`config.mk`:
```
export PLATFORM = sky130hd
export DESIGN_NAME = core_top
export DESIGN_NICKNAME = d
export VERILOG_FILES = /design/src/isa_pkg.sv /design/src/cpu_pkg.sv /design/src/core_top.sv /design/src/decode_unit.sv /design/src/execute_unit.sv /design/src/fetch_unit.sv /design/src/id_ex.sv /design/src/pipeline_ctrl.sv /design/src/regfile.sv
export SDC_FILE = /design/constraint.sdc
export NUM_CORES = 2
export LEC_CHECK = 0
export ABC_CLOCK_PERIOD_IN_PS = 5900
export BUFFER_PORTS_ARGS = -buffer_cell sky130_fd_sc_hd__buf_2
export CAP_MARGIN = 20
export CORE_UTILIZATION = 50
export CTS_CLUSTER_SIZE = 30
export DETAILED_ROUTE_END_ITERATION = 8
export GPL_ROUTABILITY_DRIVEN = 0
export PLACE_DENSITY = 0.63
export SYNTH_ARGS = -nofsm -noshare
export SYNTH_HDL_FRONTEND = slang
export SYNTH_HIERARCHICAL = 1
export SYNTH_SLANG_ARGS = --single-unit
```
`constraint.sdc`:
```
create_clock -name clk -period 5.9 [get_ports clk]
set_input_delay 0.295 -clock clk [delete_from_list [all_inputs] [get_ports clk]]
set_output_delay 0.295 -clock clk [all_outputs]
set_load 0.01 [all_outputs]
```
`src/isa_pkg.sv`:
```
`default_nettype none

package isa_pkg;

    // Major opcodes of the supported subset.
    localparam logic [6:0] op_reg   = 7'b0110011;
    localparam logic [6:0] op_imm   = 7'b0010011;
    localparam logic [6:0] op_lui   = 7'b0110111;
    localparam logic [6:0] op_auipc = 7'b0010111;
    localparam logic [6:0] op_jal   = 7'b1101111;

    localparam logic [2:0] f3_add_sub = 3'b000;
    localparam logic [2:0] f3_sll     = 3'b001;
    localparam logic [2:0] f3_slt     = 3'b010;
    localparam logic [2:0] f3_sltu    = 3'b011;
    localparam logic [2:0] f3_xor     = 3'b100;
    localparam logic [2:0] f3_srl_sra = 3'b101;
    localparam logic [2:0] f3_or      = 3'b110;
    localparam logic [2:0] f3_and     = 3'b111;

    localparam logic [6:0] funct7_alt = 7'b0100000; // SUB and SRA.

    // Bit positions in the one-hot ALU operation.
    localparam int aluop_width = 10;
    localparam int alu_add     = 0;
    localparam int alu_sub     = 1;
    localparam int alu_and     = 2;
    localparam int alu_or      = 3;
    localparam int alu_xor     = 4;
    localparam int alu_sll     = 5;
    localparam int alu_srl     = 6;
    localparam int alu_sra     = 7;
    localparam int alu_slt     = 8;
    localparam int alu_sltu    = 9;

    localparam logic src1_from_reg = 1'b0;
    localparam logic src1_from_pc  = 1'b1;
    localparam logic src2_from_reg = 1'b0;
    localparam logic src2_from_imm = 1'b1;

    typedef union packed {
        struct packed {
            logic [6:0] funct7;
            logic [4:0] rs2;
            logic [4:0] rs1;
            logic [2:0] funct3;
            logic [4:0] rd;
            logic [6:0] opcode;
        } r;
        struct packed {
            logic [11:0] imm12;
            logic [4:0]  rs1;
            logic [2:0]  funct3;
            logic [4:0]  rd;
            logic [6:0]  opcode;
        } i;
    } inst_u;

endpackage

`default_nettype wire

```
`src/cpu_pkg.sv`:
```
`default_nettype none

package cpu_pkg;
    import isa_pkg::*;

    localparam int reg_bus_width  = 32;
    localparam int reg_addr_width = 5;
    localparam int stage_num      = 3;

    // Positions in the stall vector.
    localparam int if_stage = 0;
    localparam int id_stage = 1;
    localparam int ex_stage = 2;

    localparam logic [reg_bus_width-1:0]  reset_pc     = 32'h0000_0000;
    localparam logic [reg_addr_width-1:0] nop_reg_addr = 5'd0;

    typedef struct packed {
        logic                     valid;
        logic [reg_bus_width-1:0] pc;
        logic [reg_bus_width-1:0] inst;
    } fetch_t;

    typedef struct packed {
        logic                      valid;
        logic [reg_bus_width-1:0]  pc;
        logic [2:0]                func3;
        logic [aluop_width-1:0]    aluop;
        logic                      alusrc1;
        logic                      alusrc2;
        logic [reg_bus_width-1:0]  imm;
        logic [reg_bus_width-1:0]  rs1;
        logic [reg_bus_width-1:0]  rs2;
        logic [reg_addr_width-1:0] rd;
        logic                      wreg;
        logic                      link;      // JAL.
        logic [reg_bus_width-1:0]  link_addr;
    } id_ex_t;

    typedef struct packed {
        logic                      valid;
        logic [reg_bus_width-1:0]  pc;
        logic [reg_addr_width-1:0] rd;
        logic                      wreg;
        logic [reg_bus_width-1:0]  data;
    } retire_t;

    typedef struct packed {
        logic                     cyc;
        logic                     stb;
        logic [reg_bus_width-1:0] adr;
    } wb_req_t;

    localparam wb_req_t wb_idle = '{cyc: 1'b0, stb: 1'b0, adr: reset_pc};

    localparam fetch_t fetch_bubble = '{valid: 1'b0, pc: reset_pc, inst: '0};

    localparam id_ex_t id_ex_bubble = '{
        valid:     1'b0,
        pc:        '0,
        func3:     '0,
        aluop:     {{(aluop_width - 1){1'b0}}, 1'b1} << alu_add,
        alusrc1:   src1_from_reg,
        alusrc2:   src2_from_reg,
        imm:       '0,
        rs1:       '0,
        rs2:       '0,
        rd:        nop_reg_addr,
        wreg:      1'b0,
        link:      1'b0,
        link_addr: '0
    };

endpackage

`default_nettype wire

```
`src/core_top.sv`:
```
`default_nettype none

module core_top
    import cpu_pkg::*;
(
    input  logic                     clk,
    input  logic                     rstn,
    output wb_req_t                  wb_req,
    output logic                     wb_we,
    input  logic [reg_bus_width-1:0] wb_dat_i,
    input  logic                     wb_ack,
    output retire_t                  retire
);

    fetch_t                    fetched;
    id_ex_t                    decoded;
    id_ex_t                    ex_state;
    logic [reg_addr_width-1:0] raddr1;
    logic [reg_addr_width-1:0] raddr2;
    logic [reg_bus_width-1:0]  rdata1;
    logic [reg_bus_width-1:0]  rdata2;
    logic                      uses_rs1;
    logic                      uses_rs2;
    logic [stage_num-1:0]      stall;
    logic                      flush;
    logic                      redirect_valid;
    logic [reg_bus_width-1:0]  redirect_pc;

    fetch_unit fetch_unit_i (
        .clk         (clk),
        .rstn        (rstn),
        .stall       (stall),
        .flush       (flush),
        .redirect_pc (redirect_pc),
        .wb_dat_i    (wb_dat_i),
        .wb_ack      (wb_ack),
        .wb_req      (wb_req),
        .wb_we       (wb_we),
        .fetched     (fetched)
    );

    decode_unit decode_unit_i (
        .fetched  (fetched),
        .rdata1   (rdata1),
        .rdata2   (rdata2),
        .raddr1   (raddr1),
        .raddr2   (raddr2),
        .uses_rs1 (uses_rs1),
        .uses_rs2 (uses_rs2),
        .decoded  (decoded)
    );

    regfile regfile_i (
        .clk    (clk),
        .rstn   (rstn),
        .raddr1 (raddr1),
        .raddr2 (raddr2),
        .wr     (retire),
        .rdata1 (rdata1),
        .rdata2 (rdata2)
    );

    id_ex id_ex_i (
        .clk    (clk),
        .rstn   (rstn),
        .stall  (stall),
        .flush  (flush),
        .id_in  (decoded),
        .ex_out (ex_state)
    );

    execute_unit execute_unit_i (
        .ex_in          (ex_state),
        .retire         (retire),
        .redirect_valid (redirect_valid),
        .redirect_pc    (redirect_pc)
    );

    pipeline_ctrl pipeline_ctrl_i (
        .decoded        (decoded),
        .raddr1         (raddr1),
        .raddr2         (raddr2),
        .uses_rs1       (uses_rs1),
        .uses_rs2       (uses_rs2),
        .ex_state       (ex_state),
        .redirect_valid (redirect_valid),
        .stall          (stall),
        .flush          (flush)
    );

endmodule

`default_nettype wire

```
`src/decode_unit.sv`:
```
`default_nettype none

module decode_unit
    import cpu_pkg::*, isa_pkg::*;
(
    input  fetch_t                    fetched,
    input  logic [reg_bus_width-1:0]  rdata1,
    input  logic [reg_bus_width-1:0]  rdata2,
    output logic [reg_addr_width-1:0] raddr1,
    output logic [reg_addr_width-1:0] raddr2,
    output logic                      uses_rs1,
    output logic                      uses_rs2,
    output id_ex_t                    decoded
);

    inst_u                    inst;
    logic                     alt;
    logic [reg_bus_width-1:0] imm_i;
    logic [reg_bus_width-1:0] imm_u;
    logic [reg_bus_width-1:0] imm_j;

    // Shared by register and immediate forms; SUB only exists as a register op.
    function automatic logic [aluop_width-1:0] alu_onehot(
        input logic [2:0] f3,
        input logic       alt_bit,
        input logic       sub_ok
    );
        logic [aluop_width-1:0] op;
        op = '0;
        case (f3)
            f3_add_sub: op[(alt_bit && sub_ok) ? alu_sub : alu_add] = 1'b1;
            f3_sll:     op[alu_sll] = 1'b1;
            f3_slt:     op[alu_slt] = 1'b1;
            f3_sltu:    op[alu_sltu] = 1'b1;
            f3_xor:     op[alu_xor] = 1'b1;
            f3_srl_sra: op[alt_bit ? alu_sra : alu_srl] = 1'b1;
            f3_or:      op[alu_or] = 1'b1;
            default:    op[alu_and] = 1'b1;
        endcase
        return op;
    endfunction

    assign inst   = fetched.inst;
    assign raddr1 = inst.r.rs1;
    assign raddr2 = inst.r.rs2;
    assign alt    = (inst.r.funct7 == funct7_alt); // Also imm[11:5] of shifts.

    assign imm_i = {{20{inst.i.imm12[11]}}, inst.i.imm12};
    assign imm_u = {fetched.inst[31:12], 12'b0};
    assign imm_j = {{12{fetched.inst[31]}}, fetched.inst[19:12], fetched.inst[20],
                    fetched.inst[30:21], 1'b0};

    always_comb begin
        decoded  = id_ex_bubble;
        uses_rs1 = 1'b0;
        uses_rs2 = 1'b0;
        if (fetched.valid) begin
            case (inst.r.opcode)
                op_reg: begin
                    decoded.valid = 1'b1;
                    decoded.aluop = alu_onehot(inst.r.funct3, alt, 1'b1);
                    uses_rs1      = 1'b1;
                    uses_rs2      = 1'b1;
                end
                op_imm: begin
                    decoded.valid   = 1'b1;
                    decoded.aluop   = alu_onehot(inst.i.funct3, alt, 1'b0);
                    decoded.alusrc2 = src2_from_imm;
                    decoded.imm     = imm_i;
                    uses_rs1        = 1'b1;
                end
                op_lui: begin
                    decoded.valid   = 1'b1;
                    decoded.alusrc2 = src2_from_imm; // Zero plus immediate.
                    decoded.imm     = imm_u;
                end
                op_auipc: begin
                    decoded.valid   = 1'b1;
                    decoded.alusrc1 = src1_from_pc;
                    decoded.alusrc2 = src2_from_imm;
                    decoded.imm     = imm_u;
                end
                op_jal: begin
                    decoded.valid = 1'b1;
                    decoded.link  = 1'b1;
                    decoded.imm   = imm_j;
                end
                default: ;
            endcase
        end
        if (decoded.valid) begin
            decoded.pc        = fetched.pc;
            decoded.func3     = inst.i.funct3;
            decoded.rd        = inst.i.rd;
            decoded.wreg      = 1'b1;
            decoded.link_addr = fetched.pc + 32'd4;
        end
        decoded.rs1 = uses_rs1 ? rdata1 : '0;
        decoded.rs2 = uses_rs2 ? rdata2 : '0;
    end

endmodule

`default_nettype wire

```
`src/execute_unit.sv`:
```
`default_nettype none

module execute_unit
    import cpu_pkg::*, isa_pkg::*;
(
    input  id_ex_t                   ex_in,
    output retire_t                  retire,
    output logic                     redirect_valid,
    output logic [reg_bus_width-1:0] redirect_pc
);

    logic [reg_bus_width-1:0] op1;
    logic [reg_bus_width-1:0] op2;
    logic [4:0]               shamt;
    logic [reg_bus_width-1:0] result;

    assign op1   = (ex_in.alusrc1 == src1_from_pc) ? ex_in.pc : ex_in.rs1;
    assign op2   = (ex_in.alusrc2 == src2_from_imm) ? ex_in.imm : ex_in.rs2;
    assign shamt = op2[4:0];

    always_comb begin
        case (1'b1)
            ex_in.aluop[alu_sub]:  result = op1 - op2;
            ex_in.aluop[alu_and]:  result = op1 & op2;
            ex_in.aluop[alu_or]:   result = op1 | op2;
            ex_in.aluop[alu_xor]:  result = op1 ^ op2;
            ex_in.aluop[alu_sll]:  result = op1 << shamt;
            ex_in.aluop[alu_srl]:  result = op1 >> shamt;
            ex_in.aluop[alu_sra]:  result = $unsigned($signed(op1) >>> shamt);
            ex_in.aluop[alu_slt]:  result = {31'b0, $signed(op1) < $signed(op2)};
            ex_in.aluop[alu_sltu]: result = {31'b0, op1 < op2};
            default:               result = op1 + op2; // alu_add and bubbles.
        endcase
    end

    assign retire.valid = ex_in.valid;
    assign retire.pc    = ex_in.pc;
    assign retire.rd    = ex_in.rd;
    assign retire.wreg  = ex_in.valid && ex_in.wreg;
    assign retire.data  = ex_in.link ? ex_in.link_addr : result;

    // JAL target.
    assign redirect_valid = ex_in.valid && ex_in.link;
    assign redirect_pc    = ex_in.pc + ex_in.imm;

endmodule

`default_nettype wire

```
`src/fetch_unit.sv`:
```
`default_nettype none

module fetch_unit
    import cpu_pkg::*;
(
    input  logic                     clk,
    input  logic                     rstn,
    input  logic [stage_num-1:0]     stall,
    input  logic                     flush,
    input  logic [reg_bus_width-1:0] redirect_pc,
    input  logic [reg_bus_width-1:0] wb_dat_i,
    input  logic                     wb_ack,
    output wb_req_t                  wb_req,
    output logic                     wb_we,
    output fetch_t                   fetched
);

    logic [reg_bus_width-1:0] pc;       // Address of the next word for IF/ID.
    logic [reg_bus_width-1:0] pc_next;
    logic                     discard;  // Request in flight is stale.
    logic                     take;
    logic                     accept;

    assign wb_we = 1'b0;

    assign take = wb_req.cyc && wb_ack;

    // A word acked under an IF stall is dropped; the PC holds, so it is fetched again.
    assign accept = take && !discard && !flush && !stall[if_stage];

    always_comb begin
        pc_next = pc;
        if (flush) begin
            pc_next = redirect_pc;
        end else if (accept) begin
            pc_next = pc + 32'd4;
        end
    end

    always_ff @(posedge clk or negedge rstn) begin
        if (!rstn) begin
            pc      <= reset_pc;
            discard <= 1'b0;
            wb_req  <= wb_idle;
        end else begin
            pc      <= pc_next;
            discard <= (discard || flush) && !take;
            // Classic cycle. Address held until ack, next request right after.
            if (!wb_req.cyc || take) begin
                wb_req.cyc <= 1'b1;
                wb_req.stb <= 1'b1;
                wb_req.adr <= pc_next;
            end
        end
    end

    // IF/ID register.
    always_ff @(posedge clk or negedge rstn) begin
        if (!rstn) begin
            fetched <= fetch_bubble;
        end else if (flush) begin
            fetched <= fetch_bubble;
        end else if (!stall[id_stage]) begin
            fetched.valid <= accept;
            fetched.pc    <= pc;
            fetched.inst  <= wb_dat_i;
        end
    end

endmodule

`default_nettype wire

```
`src/id_ex.sv`:
```
`default_nettype none

module id_ex
    import cpu_pkg::*;
(
    input  logic                 clk,
    input  logic                 rstn,
    input  logic [stage_num-1:0] stall,
    input  logic                 flush,
    input  id_ex_t               id_in,
    output id_ex_t               ex_out
);

    logic insert_bubble;
    logic load;

    // ID held back while EX moves on, so EX gets a bubble.
    assign insert_bubble = flush || (stall[id_stage] && !stall[ex_stage]);
    assign load          = !stall[id_stage];

    always_ff @(posedge clk or negedge rstn) begin
        if (!rstn) begin
            ex_out <= id_ex_bubble;
        end else if (insert_bubble) begin
            ex_out <= id_ex_bubble;
        end else if (load) begin
            ex_out <= id_in;
        end
    end

endmodule

`default_nettype wire

```
`src/pipeline_ctrl.sv`:
```
`default_nettype none

module pipeline_ctrl
    import cpu_pkg::*;
(
    input  id_ex_t                    decoded,
    input  logic [reg_addr_width-1:0] raddr1,
    input  logic [reg_addr_width-1:0] raddr2,
    input  logic                      uses_rs1,
    input  logic                      uses_rs2,
    input  id_ex_t                    ex_state,
    input  logic                      redirect_valid,
    output logic [stage_num-1:0]      stall,
    output logic                      flush
);

    logic ex_writes;
    logic raw1;
    logic raw2;
    logic hazard;

    assign ex_writes = ex_state.valid && ex_state.wreg;
    assign raw1      = uses_rs1 && raddr1 != nop_reg_addr && raddr1 == ex_state.rd;
    assign raw2      = uses_rs2 && raddr2 != nop_reg_addr && raddr2 == ex_state.rd;
    assign hazard    = decoded.valid && ex_writes && (raw1 || raw2);

    assign flush = redirect_valid;

    always_comb begin
        stall = '0;
        if (hazard && !flush) begin
            stall[if_stage] = 1'b1;
            stall[id_stage] = 1'b1;
        end
        stall[ex_stage] = 1'b0; // EX always drains.
    end

endmodule

`default_nettype wire

```
`src/regfile.sv`:
```
`default_nettype none

module regfile
    import cpu_pkg::*;
(
    input  logic                      clk,
    input  logic                      rstn,
    input  logic [reg_addr_width-1:0] raddr1,
    input  logic [reg_addr_width-1:0] raddr2,
    input  retire_t                   wr,
    output logic [reg_bus_width-1:0]  rdata1,
    output logic [reg_bus_width-1:0]  rdata2
);

    logic [reg_bus_width-1:0] regs [1:31]; // No storage for x0.

    always_ff @(posedge clk or negedge rstn) begin
        if (!rstn) begin
            for (int i = 1; i < 32; i++) begin
                regs[i] <= '0;
            end
        end else if (wr.valid && wr.wreg && wr.rd != nop_reg_addr) begin
            regs[wr.rd] <= wr.data;
        end
    end

    assign rdata1 = (raddr1 == nop_reg_addr) ? '0 : regs[raddr1];
    assign rdata2 = (raddr2 == nop_reg_addr) ? '0 : regs[raddr2];

endmodule

`default_nettype wire

```
# After elaboration in Yosys (flattened, before gate mapping)
# Cells that the tools add are included.
[totals]
output_inout_bits = 106
ff_bits = 1303
wordCells = 201
[classes]
bitwise_logic = 6
n_shift = 3
add_sub_neg = 5
n_lt_le_gt_ge = 10
reduce_logical = 40
eq_ne = 16
n_mux = 71
[op_table]
columns = ["operator", "count"]
rows = [
  ["bitwise mux 992 bit", 1],
  ["2-to-1 mux 32 bit", 24],
  ["2-to-1 mux 183 bit", 2],
  ["binary-select mux 32 bit (select 5 bit)", 2],
  ["demux 32 bit (select 5 bit)", 1],
  ["2-to-1 mux 65 bit", 2],
  ["one-hot mux 32 bit (3 select lines)", 1],
  ["adder 32 x 3 -> 32 bit (second input constant)", 2],
  ["adder 32 bit", 2],
  [">= comparator 32 x 1 -> 1 bit (second input constant)", 2],
  ["< comparator 32 bit", 2],
  ["< comparator 32 x 6 -> 1 bit (second input constant)", 2],
  ["2-to-1 mux 44 bit", 1],
  ["2-to-1 mux 35 bit", 1],
  ["AND 32 bit", 1],
  ["OR 32 bit", 1],
  ["left shift 32 x 5 -> 32 bit", 1],
  [">> shifter 32 x 5 -> 32 bit", 1],
  [">>> shifter 32 x 5 -> 32 bit", 1],
  ["subtractor 32 bit", 1],
  ["XOR 32 bit", 1],
  ["equality test 7 x 6 -> 1 bit (second input constant)", 3],
  ["one-hot mux 10 bit (2 select lines)", 1],
  ["logical AND 1 bit", 19],
  ["other kinds (27)", 76],
]

# Logic depth before layout (Yosys ltp)
[depth]
depth_word = 14
depth_mapped = 20

# Cells and area by module
# The synthesis kept the hierarchy.
[by_module_without_submodules]
columns = ["module", "cells_each", "area_per_inst_um2", "instances"]
rows = [
  ["regfile", 3755, 53502.6, 1],
  ["execute_unit", 1852, 12394.4, 1],
  ["id_ex", 812, 7943.9, 1],
  ["fetch_unit", 500, 5895.7, 1],
  ["decode_unit", 375, 2159.6, 1],
  ["pipeline_ctrl", 25, 178.9, 1],
]

# Least setup slack after synthesis
# No wires, ideal clock.
[synth_path]
kind = "reg2reg"
from = "register id_ex_i/ex_out[135] (netlist name)"
to = "register regfile_i/regs[922] (netlist name)"
required_time_ns = 5.835
stages_incl_launch_ff = 20
arrival_time_ns = 5.077
path_slack_ns = 0.758
setup_ns = 0.065
path_cell_list = "dfrtp_1 -> buf_4 -> mux2i_1 -> clkbuf_1 -> clkbuf_1 -> clkbuf_1 -> ha_1 -> buf_2 -> o21ai_0 -> a2111oi_0 -> and4b_1 -> nor2_1 -> a21boi_1 -> o41ai_2 -> mux2i_1 -> o221ai_1 -> nand2_1 -> a222oi_1 -> clkbuf_1 -> mux2_2"
[synth_rtl]
columns = ["element", "line_no", "source"]
rows = [
  ["from (decl)", "id_ex.sv:11", "output id_ex_t ex_out"],
  ["from (signal assigned)", "id_ex.sv:23", "ex_out <= id_ex_bubble;"],
  ["from (signal assigned)", "id_ex.sv:25", "ex_out <= id_ex_bubble;"],
  ["from (signal assigned)", "id_ex.sv:27", "ex_out <= id_in;"],
  ["to (signal, indexed assignment)", "regfile.sv:23", "regs[wr.rd] <= wr.data;"],
  ["to (decl)", "regfile.sv:15", "logic [reg_bus_width-1:0] regs [1:31];"],
]

==> impl_metrics.yaml <==
timing:
  hold_violations: 0
  fin_setup_tns_ns: -0.0414
  layout_setup_ws_ns: -0.0401
  slew_headroom: -0.00891
  worstMarginPinSlew_ns: 1.50
  skew_ns: 0.0338
  finalCriticalPeriod_ns: 5.94
  grt_setup_unrepaired: "true"
  fin_crit_sh: 1.01
  max_freq_mhz: 168
  setup_viol: 2
  final_max_slew_viol_count: 4
drt:
  viasPerCell: 6.87
  wl_per_cell_um: 32.2
  drc_errors: 22
  ant_nets: 0
  drt-initial-drc-count: 9172
  totalWireLength_um: 304000
  dr.pass1.iters: 9
  vias: 65000
status:
  violations: "design-rule violations, max-capacitance violations, max-slew violations, negative setup slack"
  status: "complete, but fails checks"
worst_setup_path:
  crit_path_start_kind: "flop"
  worstPathRequired_ns: 5.61
  crit_type: "reg2out"
  critPathMaxFanout: 32
  end_kind: "output pin"
  cp.arrival_ns: 5.65
global_route:
  antenna_found_initial: 17
  gr-total-overflow: 0
  grt_usage: 0.364
  grt_pass1_vias: 62000
  grt_first_pass_wirelength_um: 440000
  grt_max_degree: 195
clocking:
  root_buffer: "clkbuf_16"
  clk_pin_slew_ns: 0.06
  numCtsBuffers: 149
  clk_latency_ns: 0.83
  htreeDepth: 4
  cts_buffer_depth: 3
  cts_tree: "done"
  cts_sinks: 1302
yosys:
  syn_area_um2: 81900
  yosys_warnings: 6
  syn-num-nets: 7466
  synth_area_per_cell_um2: 11.2
  synthCells: 7298
placement:
  hpwl_um: 194000
  port_buffers: 139
power_and_ir_drop:
  switching_share: 0.263
  peakVddDrop_uv: 331
  leakage_nw: 40.6
  finalPower_mw: 20.9
  power_density_nw_per_um2: 231
  p_int_mw: 15.4
  p_seq_frac: 0.458
  switching_power_mw: 5.51
  p_clk_frac: 0.453
  share_comb_of_total_power: 0.089
floorplanning:
  start_util: 0.504
  die_h_um: 407
  fp.dieW_um: 407
  core_area_um2: 163000
  dieArea_um2: 165000
  top_level_ports: 141
  fp-row-count: 148
min_path:
  hp-class: "in2async"
final_layout:
  fillers: 13900
  area_growth_pct: 10.4
  nets: 7331
  fin_util: 0.556
  final_layout_size_suffix_gt1_frac: 0.313
job:
  maxCapViolCount: 1
-- flip-flops by register name, indices dropped and copies added, names as in the netlist --
name,flops
id_ex_i/ex_out,179
regfile_i/regs,992
fetch_unit_i/fetched,65
fetch_unit_i/pc,32
fetch_unit_i/discard,1
fetch_unit_i/wb_req,33
-- routing by layer --
metal | vias up | GRT usage | wire, µm
li1 | 26800 | - | -
met1 | 33100 | 0.489 | 118000
met2 | 4077 | 0.529 | 131000
met3 | 1068 | 0.106 | 35400
met4 | 20 | 0.194 | 19300
met5 | - | 0.00624 | 256
-- placed cells by master, fill, tap and decap left out, types with 28 or more instances in the layout --
master	n
mux2_1	42
and3_1	90
o211ai_1	62
inv_1	126
mux2_2	1058
nand2b_1	209
clkbuf_1	41
o221ai_1	31
nand3_1	296
a21oi_1	500
o31ai_1	28
nor3_1	100
o21ai_0	156
mux2i_1	422
a211oi_1	37
nand4_1	29
clkbuf_8	31
dfrtp_1	1288
a221oi_1	67
xnor2_1	64
dlygate4sd3_1	34
buf_12	36
and2_1	53
nor2b_1	80
buf_2	138
nor2_1	312
a31oi_1	46
buf_4	232
ha_1	127
mux4_2	409
nand2_1	382
clkbuf_16	155
-- timing repair --
| item | CTS | global route |
|---|---|---|
| setup endpoints to repair | 13 | 17 |
| hold buffers | 34 | 0 |
| cloned | 1 | 2 |
| buffers inserted | 6 | 9 |
| gates resized for setup | 17 | 38 |
| pin swaps | 7 | 4 |
| endpoints found under the hold margin | 127 | 0 |
-- layout make-up --
cell class	instances	area, µm²	share of cell area
multi-input cells	5121	45900	0.508
flip-flops and latches	1302	32600	0.361
clock buffers	227	4460	0.0493
repair buffers	450	3630	0.0401
well taps	2175	2720	0.0301
inverters	139	527	0.00583
clock inverters	41	499	0.00552
diodes	5	12.5	0.000138
-- per-stage QoR --
step | area [µm²] | hold WS [ns] | std cells | setup WS, ns
after floorplan | 81900 | -0.000591 | 7298 | 0.758
after global placement | 84500 | 0.355 | 9130 | 0.0405
after detailed placement | 84600 | 0.358 | 9134 | 0.0947
after CTS | 90000 | 0.109 | 9443 | 0.000484
after global routing | 90400 | 0.143 | 9455 | -0.142
final | 90400 | 0.106 | 9460 | -0.0401
-- power by group through the flow --
stage	combinational (mW)	sequential, mW	clock [mW]
finish	1.86	9.58	9.48
detailed placement	1.83	9.73	0
CTS	1.85	9.57	9.60
global route	2.01	9.59	9.96
floorplan	1.17	9.55	0
global placement	1.81	9.72	0
-- critical path, stage by stage (launching register included) --
cell	delay, ns
dfrtp_4	0.58
buf_4	0.33
mux2i_2	0.38
inv_1	0.18
ha_1	0.30
a211oi_2	0.27
o211ai_1	0.14
a221o_1	0.34
o2bb2ai_1	0.20
nor3_1	0.38
o21bai_1	0.15
xnor2_1	0.28
o21ai_0	0.15
a2111oi_2	0.53
o211ai_1	0.13
buf_4	0.25
buf_2	0.19
-- final timing paths --
check                                                    start                                   end  slack (ns)  cells past startpoint
max                            id_ex_i/ex_out[136]$_DFFE_PN0P_                            retire[27]       -0.04                     16
min                                                       rstn   fetch_unit_i/wb_req[30]$_DFFE_PN0P_        0.11                      2
max reg2reg                    id_ex_i/ex_out[136]$_DFFE_PN0P_       regfile_i/regs[223]$_DFFE_PN0P_        0.75                     14
min reg2reg                fetch_unit_i/wb_req[31]$_DFFE_PN0P_   fetch_unit_i/wb_req[31]$_DFFE_PN0P_        0.48                      2
max in group asynchronous                                 rstn       regfile_i/regs[186]$_DFFE_PN0P_        4.18                      3
min in group clk                                  wb_dat_i[25]  fetch_unit_i/fetched[25]$_DFFE_PN0P_        0.26                      4
No activity file was read; power rests on OpenSTA's default activity.
